--- config.mk ---
export PLATFORM = sky130hd
export DESIGN_NAME = processor
export DESIGN_NICKNAME = d
export VERILOG_FILES = /design/src/source/isaPkg.sv /design/src/source/corePkg.sv /design/src/source/controlUnit.sv /design/src/source/regFile.sv /design/src/source/hazardUnit.sv /design/src/source/alu.sv /design/src/source/processor.sv
export SDC_FILE = /design/constraint.sdc
export NUM_CORES = 2
export LEC_CHECK = 0
export BUFFER_PORTS_ARGS = -buffer_cell sky130_fd_sc_hd__buf_4
export CELL_PAD_IN_SITES_DETAIL_PLACEMENT = 0
export CELL_PAD_IN_SITES_GLOBAL_PLACEMENT = 1
export CORE_MARGIN = 3
export CORE_UTILIZATION = 25
export CTS_BUF_LIST = sky130_fd_sc_hd__clkbuf_16
export DETAILED_ROUTE_END_ITERATION = 8
export PLACE_DENSITY_LB_ADDON = 0.1
export SLEW_MARGIN = 20
export SYNTH_ARGS = -nofsm -noshare
export SYNTH_HDL_FRONTEND = slang
export SYNTH_SLANG_ARGS = --single-unit
--- constraint.sdc ---
create_clock -name clk -period 13.7 [get_ports clk]
set_clock_uncertainty 0.15 [all_clocks]
set_input_delay 1.37 -clock clk [delete_from_list [all_inputs] [get_ports clk]]
set_output_delay 1.37 -clock clk [all_outputs]
set_load 0.005 [all_outputs]
--- src/source/isaPkg.sv ---
// RV32I subset definitions
package isaPkg;

    localparam int XLEN = 32;

    // architectural register names
    typedef enum logic [4:0] {
        x0,  x1,  x2,  x3,  x4,  x5,  x6,  x7,
        x8,  x9,  x10, x11, x12, x13, x14, x15,
        x16, x17, x18, x19, x20, x21, x22, x23,
        x24, x25, x26, x27, x28, x29, x30, x31
    } regName;

    // major opcodes, HALT is the custom all-ones code
    typedef enum logic [6:0] {
        OP_R      = 7'b0110011,
        OP_I      = 7'b0010011,
        OP_LUI    = 7'b0110111,
        OP_LOAD   = 7'b0000011,
        OP_STORE  = 7'b0100011,
        OP_BRANCH = 7'b1100011,
        OP_JAL    = 7'b1101111,
        OP_HALT   = 7'b1111111
    } opcode;

    typedef enum logic [3:0] {
        ALU_ADD,
        ALU_SUB,
        ALU_AND,
        ALU_OR,
        ALU_XOR,
        ALU_SLT,
        ALU_SLL,
        ALU_SRL,
        ALU_PASSB
    } aluOperation;

    // branch funct3
    localparam logic [2:0] F3_BEQ = 3'b000;
    localparam logic [2:0] F3_BNE = 3'b001;

endpackage

--- src/source/corePkg.sv ---
// pipeline control encodings
package corePkg;

    // how execute picks its ALU operation
    typedef enum logic [1:0] {
        ALU_CLASS_ADD,
        ALU_CLASS_FUNC,
        ALU_CLASS_PASS
    } aluClass;

    // second ALU operand
    typedef enum logic [1:0] {
        SRC2_REG,
        SRC2_IMM_I,
        SRC2_IMM_S,
        SRC2_IMM_U
    } aluSrc2;

    typedef enum logic [1:0] {
        FWD_REG,
        FWD_MEM,
        FWD_WB
    } forwardSel;

    // memory sizes in words
    localparam int IMEM_DEPTH = 256;
    localparam int DMEM_DEPTH = 64;

endpackage

--- src/source/controlUnit.sv ---
// main decoder
`timescale 1ns/1ps

module controlUnit (
    input  isaPkg::opcode    opcode,
    input  logic             enable,
    output logic             regWrite,
    output logic             memRead,
    output logic             memWrite,
    output logic             memToReg,
    output logic             branch,
    output logic             jump,
    output logic             halt,
    output corePkg::aluClass aluClass,
    output corePkg::aluSrc2  aluSrc2
);
    import isaPkg::*;
    import corePkg::*;

    always_comb begin
        // all-zero bundle doubles as the bubble
        regWrite = 1'b0;
        memRead  = 1'b0;
        memWrite = 1'b0;
        memToReg = 1'b0;
        branch   = 1'b0;
        jump     = 1'b0;
        halt     = 1'b0;
        aluClass = ALU_CLASS_ADD;
        aluSrc2  = SRC2_REG;
        if (enable) begin
            case (opcode)
                OP_R: begin
                    regWrite = 1'b1;
                    aluClass = ALU_CLASS_FUNC;
                end
                OP_I: begin
                    regWrite = 1'b1;
                    aluSrc2  = SRC2_IMM_I;
                end
                OP_LUI: begin
                    regWrite = 1'b1;
                    aluClass = ALU_CLASS_PASS;
                    aluSrc2  = SRC2_IMM_U;
                end
                OP_LOAD: begin
                    regWrite = 1'b1;
                    memRead  = 1'b1;
                    memToReg = 1'b1;
                    aluSrc2  = SRC2_IMM_I;
                end
                OP_STORE: begin
                    memWrite = 1'b1;
                    aluSrc2  = SRC2_IMM_S;
                end
                OP_BRANCH: branch = 1'b1;
                OP_JAL: begin
                    // link value rides in the U slot
                    regWrite = 1'b1;
                    jump     = 1'b1;
                    aluClass = ALU_CLASS_PASS;
                    aluSrc2  = SRC2_IMM_U;
                end
                OP_HALT: halt = 1'b1;
                default: ;
            endcase
        end
    end

endmodule

--- src/source/regFile.sv ---
// integer register file
`timescale 1ns/1ps

module regFile (
    input  logic                     clk,
    input  logic                     rstN,
    input  logic                     wen,
    input  isaPkg::regName           rs1,
    input  isaPkg::regName           rs2,
    input  isaPkg::regName           rd,
    input  logic [isaPkg::XLEN-1:0]  dataIn,
    output logic [isaPkg::XLEN-1:0]  rs1Data,
    output logic [isaPkg::XLEN-1:0]  rs2Data
);
    import isaPkg::*;

    logic [XLEN-1:0] regs [2**$bits(regName)];

    always_ff @(posedge clk or negedge rstN) begin
        if (!rstN) begin
            for (int i = 0; i < 2**$bits(regName); i++) begin
                regs[i] <= '0;
            end
        end else if (wen && rd != x0) begin
            regs[rd] <= dataIn;
        end
    end

    // same-cycle write shows up on the read ports
    assign rs1Data = (wen && rd != x0 && rd == rs1) ? dataIn : regs[rs1];
    assign rs2Data = (wen && rd != x0 && rd == rs2) ? dataIn : regs[rs2];

endmodule

--- src/source/hazardUnit.sv ---
// stall and freeze control
`timescale 1ns/1ps

module hazardUnit (
    input  isaPkg::regName rs1ID,
    input  isaPkg::regName rs2ID,
    input  isaPkg::regName rdEx,
    input  logic           memReadEx,
    input  logic           regWriteEx,
    input  logic           branchID,
    input  logic           memBusy,
    output logic           pcWrite,
    output logic           ifIdWrite,
    output logic           idExEnable,
    output logic           freeze
);
    import isaPkg::*;

    logic rdMatch;
    logic loadUse;
    logic branchWait;
    logic stall;

    assign rdMatch = (rdEx != x0) && (rdEx == rs1ID || rdEx == rs2ID);

    // load result is not ready before the memory stage
    assign loadUse = memReadEx && rdMatch;
    // compare in decode only sees the memory stage
    assign branchWait = branchID && regWriteEx && rdMatch;
    assign stall = loadUse || branchWait;

    assign freeze     = memBusy;
    assign pcWrite    = !stall && !memBusy;
    assign ifIdWrite  = !stall && !memBusy;
    assign idExEnable = !stall;

endmodule

--- src/source/alu.sv ---
// execute-stage ALU
`timescale 1ns/1ps

module alu (
    input  corePkg::aluClass         aluClass,
    input  logic [2:0]               funct3,
    input  logic [6:0]               funct7,
    input  logic [isaPkg::XLEN-1:0]  a,
    input  logic [isaPkg::XLEN-1:0]  b,
    output logic [isaPkg::XLEN-1:0]  result,
    output logic                     zero
);
    import isaPkg::*;
    import corePkg::*;

    aluOperation op;

    // R-type only reaches the function decode
    always_comb begin
        op = ALU_ADD;
        if (aluClass == ALU_CLASS_PASS) begin
            op = ALU_PASSB;
        end else if (aluClass == ALU_CLASS_FUNC) begin
            case (funct3)
                3'b000:  op = funct7[5] ? ALU_SUB : ALU_ADD;
                3'b001:  op = ALU_SLL;
                3'b010:  op = ALU_SLT;
                3'b100:  op = ALU_XOR;
                3'b101:  op = ALU_SRL;
                3'b110:  op = ALU_OR;
                3'b111:  op = ALU_AND;
                default: op = ALU_ADD;
            endcase
        end
    end

    always_comb begin
        case (op)
            ALU_SUB:   result = a - b;
            ALU_AND:   result = a & b;
            ALU_OR:    result = a | b;
            ALU_XOR:   result = a ^ b;
            ALU_SLT:   result = {{(XLEN-1){1'b0}}, $signed(a) < $signed(b)};
            ALU_SLL:   result = a << b[4:0];
            ALU_SRL:   result = a >> b[4:0];
            ALU_PASSB: result = b;
            default:   result = a + b;
        endcase
    end

    assign zero = (result == '0);

endmodule

--- src/source/processor.sv ---
// five-stage pipeline core
`timescale 1ns/1ps

module processor (
    input  logic                     clk,
    input  logic                     rstN,
    input  logic                     startProcess,
    output logic                     endProcess,
    input  logic [isaPkg::XLEN-1:0]  instructionIF,
    output logic [isaPkg::XLEN-1:0]  pcIF,
    input  logic [isaPkg::XLEN-1:0]  memRData,
    input  logic                     memReady,
    output logic                     memRead,
    output logic                     memWrite,
    output logic [isaPkg::XLEN-1:0]  memAddr,
    output logic [isaPkg::XLEN-1:0]  memWData
);
    import isaPkg::*;
    import corePkg::*;

    logic running;
    logic pcWrite, ifIdWrite, idExEnable, freeze, memBusy;

    // decode stage
    logic [XLEN-1:0] instrID, pcID, rs1DataID, rs2DataID;
    logic [XLEN-1:0] immI, immS, immB, immU, immJ;
    logic [XLEN-1:0] cmpA, cmpB, memFwd, targetID;
    opcode opcodeID;
    regName rs1ID, rs2ID, rdID;
    logic regWriteCU, memReadCU, memWriteCU, memToRegCU, branchCU, jumpCU, haltCU;
    logic branchCond, takeBranch;
    logic isBranchID;
    aluClass aluClassCU;
    aluSrc2 aluSrc2CU;

    // execute stage
    logic regWriteEx, memReadEx, memWriteEx, memToRegEx, haltEx;
    aluClass aluClassEx;
    aluSrc2 aluSrc2Ex;
    logic [2:0] funct3Ex;
    logic [6:0] funct7Ex;
    regName rs1Ex, rs2Ex, rdEx;
    logic [XLEN-1:0] rs1DataEx, rs2DataEx, immIEx, immSEx, immUEx;
    logic [XLEN-1:0] opA, opB, aluB, aluOutEx;
    forwardSel fwdA, fwdB;

    // memory and writeback stages
    logic regWriteMem, memToRegMem, haltMem;
    regName rdMem, rdWb;
    logic regWriteWb, memToRegWb;
    logic [XLEN-1:0] aluOutWb, memDataWb, dataInWb;

    assign memBusy = (memRead || memWrite) && !memReady;

    // fetch, PC and IF/ID register
    // a bubble is the all-zero word
    always_ff @(posedge clk or negedge rstN) begin
        if (!rstN) begin
            pcIF    <= '0;
            running <= 1'b0;
            instrID <= '0;
        end else if (startProcess) begin
            pcIF    <= '0;
            running <= 1'b1;
            instrID <= '0;
        end else begin
            if (pcWrite && running) begin
                pcIF <= takeBranch ? targetID : pcIF + 32'd4;
                if (haltCU) begin
                    running <= 1'b0;
                end
            end
            if (ifIdWrite) begin
                instrID <= (!running || takeBranch || haltCU) ? '0 : instructionIF;
            end
        end
    end

    always_ff @(posedge clk) begin
        if (ifIdWrite) begin
            pcID <= pcIF;
        end
    end

    assign opcodeID = opcode'(instrID[6:0]);
    assign rdID     = regName'(instrID[11:7]);
    assign rs1ID    = regName'(instrID[19:15]);
    assign rs2ID    = regName'(instrID[24:20]);

    // stall detection looks at the raw opcode
    assign isBranchID = (opcodeID == OP_BRANCH);

    assign immI = {{20{instrID[31]}}, instrID[31:20]};
    assign immS = {{20{instrID[31]}}, instrID[31:25], instrID[11:7]};
    assign immB = {{19{instrID[31]}}, instrID[31], instrID[7], instrID[30:25],
                   instrID[11:8], 1'b0};
    assign immU = {instrID[31:12], 12'b0};
    assign immJ = {{11{instrID[31]}}, instrID[31], instrID[19:12], instrID[20],
                   instrID[30:21], 1'b0};

    controlUnit cu (
        .opcode(opcodeID), .enable(idExEnable),
        .regWrite(regWriteCU), .memRead(memReadCU), .memWrite(memWriteCU),
        .memToReg(memToRegCU), .branch(branchCU), .jump(jumpCU), .halt(haltCU),
        .aluClass(aluClassCU), .aluSrc2(aluSrc2CU)
    );

    regFile rf (
        .clk, .rstN, .wen(regWriteWb), .rs1(rs1ID), .rs2(rs2ID), .rd(rdWb),
        .dataIn(dataInWb), .rs1Data(rs1DataID), .rs2Data(rs2DataID)
    );

    hazardUnit hu (
        .rs1ID, .rs2ID, .rdEx, .memReadEx, .regWriteEx, .branchID(isBranchID),
        .memBusy, .pcWrite, .ifIdWrite, .idExEnable, .freeze
    );

    // branch operands forwarded from the memory stage
    // load data is valid on memReady
    assign memFwd = memToRegMem ? memRData : memAddr;
    assign cmpA = (regWriteMem && rdMem != x0 && rdMem == rs1ID) ? memFwd : rs1DataID;
    assign cmpB = (regWriteMem && rdMem != x0 && rdMem == rs2ID) ? memFwd : rs2DataID;

    always_comb begin
        case (instrID[14:12])
            F3_BEQ:  branchCond = (cmpA == cmpB);
            F3_BNE:  branchCond = (cmpA != cmpB);
            default: branchCond = 1'b0;
        endcase
    end

    assign takeBranch = jumpCU || (branchCU && branchCond);
    assign targetID   = pcID + (jumpCU ? immJ : immB);

    // ID/EX
    always_ff @(posedge clk or negedge rstN) begin
        if (!rstN) begin
            regWriteEx <= 1'b0;
            memReadEx  <= 1'b0;
            memWriteEx <= 1'b0;
            memToRegEx <= 1'b0;
            haltEx     <= 1'b0;
        end else if (!freeze) begin
            regWriteEx <= regWriteCU;
            memReadEx  <= memReadCU;
            memWriteEx <= memWriteCU;
            memToRegEx <= memToRegCU;
            haltEx     <= haltCU;
        end
    end

    always_ff @(posedge clk) begin
        if (!freeze) begin
            aluClassEx <= aluClassCU;
            aluSrc2Ex  <= aluSrc2CU;
            funct3Ex   <= instrID[14:12];
            funct7Ex   <= instrID[31:25];
            rs1Ex      <= rs1ID;
            rs2Ex      <= rs2ID;
            rdEx       <= rdID;
            rs1DataEx  <= rs1DataID;
            rs2DataEx  <= rs2DataID;
            immIEx     <= immI;
            immSEx     <= immS;
            // JAL link address goes down the U slot
            immUEx     <= jumpCU ? pcID + 32'd4 : immU;
        end
    end

    // memory stage wins over writeback
    always_comb begin
        fwdA = FWD_REG;
        fwdB = FWD_REG;
        if (regWriteWb && rdWb != x0 && rdWb == rs1Ex) fwdA = FWD_WB;
        if (regWriteWb && rdWb != x0 && rdWb == rs2Ex) fwdB = FWD_WB;
        if (regWriteMem && rdMem != x0 && rdMem == rs1Ex) fwdA = FWD_MEM;
        if (regWriteMem && rdMem != x0 && rdMem == rs2Ex) fwdB = FWD_MEM;
    end

    always_comb begin
        case (fwdA)
            FWD_MEM: opA = memAddr;
            FWD_WB:  opA = dataInWb;
            default: opA = rs1DataEx;
        endcase
        case (fwdB)
            FWD_MEM: opB = memAddr;
            FWD_WB:  opB = dataInWb;
            default: opB = rs2DataEx;
        endcase
        case (aluSrc2Ex)
            SRC2_IMM_I: aluB = immIEx;
            SRC2_IMM_S: aluB = immSEx;
            SRC2_IMM_U: aluB = immUEx;
            default:    aluB = opB;
        endcase
    end

    alu exAlu (
        .aluClass(aluClassEx), .funct3(funct3Ex), .funct7(funct7Ex),
        .a(opA), .b(aluB), .result(aluOutEx), .zero()
    );

    // EX/MEM and MEM/WB control, plus the end flag
    always_ff @(posedge clk or negedge rstN) begin
        if (!rstN) begin
            regWriteMem <= 1'b0;
            memToRegMem <= 1'b0;
            haltMem     <= 1'b0;
            memRead     <= 1'b0;
            memWrite    <= 1'b0;
            regWriteWb  <= 1'b0;
            memToRegWb  <= 1'b0;
            endProcess  <= 1'b0;
        end else begin
            if (startProcess) begin
                endProcess <= 1'b0;
            end else if (haltMem && !freeze) begin
                endProcess <= 1'b1;
            end
            if (!freeze) begin
                regWriteMem <= regWriteEx;
                memToRegMem <= memToRegEx;
                haltMem     <= haltEx;
                memRead     <= memReadEx;
                memWrite    <= memWriteEx;
                regWriteWb  <= regWriteMem;
                memToRegWb  <= memToRegMem;
            end
        end
    end

    always_ff @(posedge clk) begin
        if (!freeze) begin
            rdMem     <= rdEx;
            memAddr   <= aluOutEx;
            memWData  <= opB;
            rdWb      <= rdMem;
            aluOutWb  <= memAddr;
            memDataWb <= memRData;
        end
    end

    assign dataInWb = memToRegWb ? memDataWb : aluOutWb;

endmodule

==> impl_metrics.json <==
{
  "route.detailed.drc": 0,
  "critPathMaxFanout": 65,
  "synth.avg_cell_area_um2": 10.2,
  "clk_path_buf_depth": 4,
  "die_w_um": 575,
  "first_global_vias": 65200,
  "die_area_um2": 331000,
  "ios": 167,
  "worst_pin_slew_ns": 1.32,
  "netlist_top_cells_area": "dfrtp_1, edfxtp_1, mux4_2, mux2i_1, o21ai_0",
  "cts_root_buffer": "clkbuf_16",
  "cap_violations": 0,
  "synth_top_area_share_pct": 34.0,
  "cts-resized-gates": 0,
  "grt_start_max_net_pins": 146,
  "dp.cells": 12000,
  "finalMaxSlewViolations": 0,
  "end_kind": "flip-flop",
  "status": "finished, final reports clean",
  "ant_nets": 0,
  "ir_drop_uv": 97.5,
  "tns_ns": 0,
  "wl_per_cell_um": 32.6,
  "start_util_pct": 25.2,
  "total_leakage_power_nw": 37.9,
  "vias_per_cell": 5.34,
  "dp_hpwl_mm": 270,
  "synth_nets": 8160,
  "final_util_pct": 28.9,
  "ys_async_sr_fraction_pct": 78.9,
  "syn-cell-area_um2": 81100,
  "grt_setup_unrepaired": "no",
  "cp.required_ns": 14.30,
  "coreArea_um2": 322000,
  "crit_arrival_ns": 9.53,
  "setup_violations": 0,
  "cts_hold_buf": 0,
  "grt_overflow_total": 0,
  "antenna_found_initial": 25,
  "area_delta_synth_final_pct": 14.7,
  "cts_tree": "done",
  "hold_viol": 0,
  "start_kind": "flip-flop",
  "synthCells": 7960,
  "min_period_ns": 8.92,
  "cts_sinks": 1395,
  "vias": 65800,
  "yosysTopAreaCell": "dfrtp_1",
  "cts_buffers": 183,
  "report.power.total_w": 0.0133,
  "postCtsSetupBuffers": 0,
  "wirelength_mm": 402,
  "path_class": "flip-flop to flip-flop",
  "layoutNonFillerInstCount": 12300,
  "routabilityCongestion": 0.898,
  "clock_latency_ns": 0.89,
  "synth.ff_latch_count": 1395,
  "io_buffers": 166,
  "ys_seq_area_share_pct": 44.9,
  "drtPass1Iterations": 6,
  "die_h_um": 575,
  "htreeDepth": 4,
  "drt_iter0_markers": 5896,
  "max_freq_mhz": 112,
  "track_usage_pct": 23.7,
  "synth_cell_types": 103,
  "synth_ff_type": "dfrtp_1",
  "powerDensity_nw_per_um2": 143,
  "synth_warnings": 0,
  "post-route-period-util_pct": 65.1,
  "synth_edf_count": 295,
  "nets": 8063,
  "hold_class": "flip-flop to flip-flop",
  "grt_pass1_wl_mm": 557,
  "drive_gt1_share_pct": 16.2,
  "clkTransAtPathRegs_ns": 0.06,
  "slew_headroom_pct": 11.4,
  "core.rowCount": 208
}
-- final timing paths --
path	from	end	slack, ns	cells after the start
worst max register to register	instrID[24]	instrID[23]	4.78	18
worst max-delay path	instrID[24]	instrID[23]	4.78	18
max in group asynchronous	rstN	rf.regs[726]	9.91	4
worst min-delay path	rf.regs[1012]	rf.regs[1012]	0.24	0
worst min register to register	rf.regs[1012]	rf.regs[1012]	0.24	0
min in group asynchronous	rstN	rf.regs[689]	0.41	1
-- flip-flops by register name, summed over array words and instances (netlist names), 4 cells and up --
signal     cells
memDataWb     32
rs1DataEx     32
rs2Ex          4
rdWb           5
rdMem          5
pcIF          32
pcID          32
rf.regs     1024
rdEx           4
memAddr       32
instrID       32
memWData      32
funct7Ex       5
rs2DataEx     32
aluOutWb      32
rs1Ex          5
immUEx        32
-- synthesized netlist by cell type (all sizes together) (43+ instances only) --
master	count
nor3	83
dfrtp	1100
nor2	675
mux2	76
nand3	85
inv	165
xnor2	90
nand2	944
ha	129
o211ai	45
a211oi	54
mux2i	555
buf	205
a21oi	568
xor2	84
o22ai	130
clkbuf	513
a31oi	45
edfxtp	295
mux4	380
nand4	53
o21ai	905
nor2b	43
a22oi	187
-- metal layers --
metal	share of wire [%]	GRT usage, %
met1	47	33.9
met2	46	37.5
met3	5.0	3.22
met4	2.8	6.03
met5	0.0057	0
-- cells by family (layout without fill, tap and decap cells) --
logic type,Yosys count,in the layout,synth area share (%)
flip-flops,1395,1395,44.9
XOR/XNOR,174,174,1.88
AND/OR/NAND/NOR,2123,2123,11.4
other,0,11,0
adder cells (fa/ha/maj),132,132,2.06
buffers and inverters,884,931,4.79
multiplexers,1011,1011,18.5
AO/OA/AOI/OAI,2241,2241,16.5
-- stage by stage --
step                      hold WS, ns  instance area (µm²)  setup slack (ns)
after global placement          0.227                87500              5.20
after CTS                       0.247                92900              5.14
after global routing            0.255                93000              4.80
after detailed placement        0.234                87500              5.19
after floorplan                 0.270                81100              5.41
final                           0.245                93000              4.78
-- cell type report --
type | instances | area (µm²)
flip-flops and latches | 1395 | 36400
well taps | 4305 | 5390
multi-input cells | 5681 | 41700
clock inverters | 142 | 759
clock buffers | 187 | 4680
inverters | 166 | 631
fillers | 33600 | 229000
repair buffers | 436 | 3430
diodes | 11 | 27.5
-- power by group --
part	switching, W	total (W)	leakage (nW)	internal, W
Combinational	0.00258	0.00374	16.5	0.00117
Sequential	0.000420	0.00501	18.6	0.00459
Clock	0.00204	0.00454	2.83	0.00250
Total	0.00504	0.0133	37.9	0.00826
-- layout by cell type (no fill, tap or decap), types with 24 or more instances in the layout --
cell	n
buf_4	424
xor2_1	84
nand2b_1	37
o22ai_1	130
nand3_1	85
ha_1	129
edfxtp_1	295
a32o_1	35
nor3_1	80
o21ai_1	30
clkinv_2	27
a31oi_1	43
a21oi_1	567
o21ai_0	874
mux2i_1	523
o31ai_1	27
xnor2_1	90
a21o_1	30
nand4_1	53
a22oi_1	185
mux4_2	380
clkbuf_16	187
inv_1	203
clkinv_1	52
and3_1	24
a211oi_1	51
a221oi_1	28
dfrtp_1	1088
mux2i_4	29
nor2b_1	41
or3_1	29
o211ai_1	44
nor2_1	657
nand2_1	927
mux2_2	76
-- worst max-delay path, stage by stage (launching register included) --
cell	delay [ns]
dfrtp_4	0.83
buf_4	0.62
nor4bb_4	0.10
buf_4	0.33
a22oi_1	0.24
nand4_1	0.15
nor3_1	1.06
a21oi_1	0.35
xnor2_1	0.22
nor4_1	1.01
a41oi_1	0.20
or4_1	0.47
nor4_2	0.80
xor2_1	0.23
a21oi_4	0.20
buf_4	0.65
and2_1	0.34
buf_4	0.41
a32o_1	0.29
Note: power is estimated with default switching activity, not from simulation.
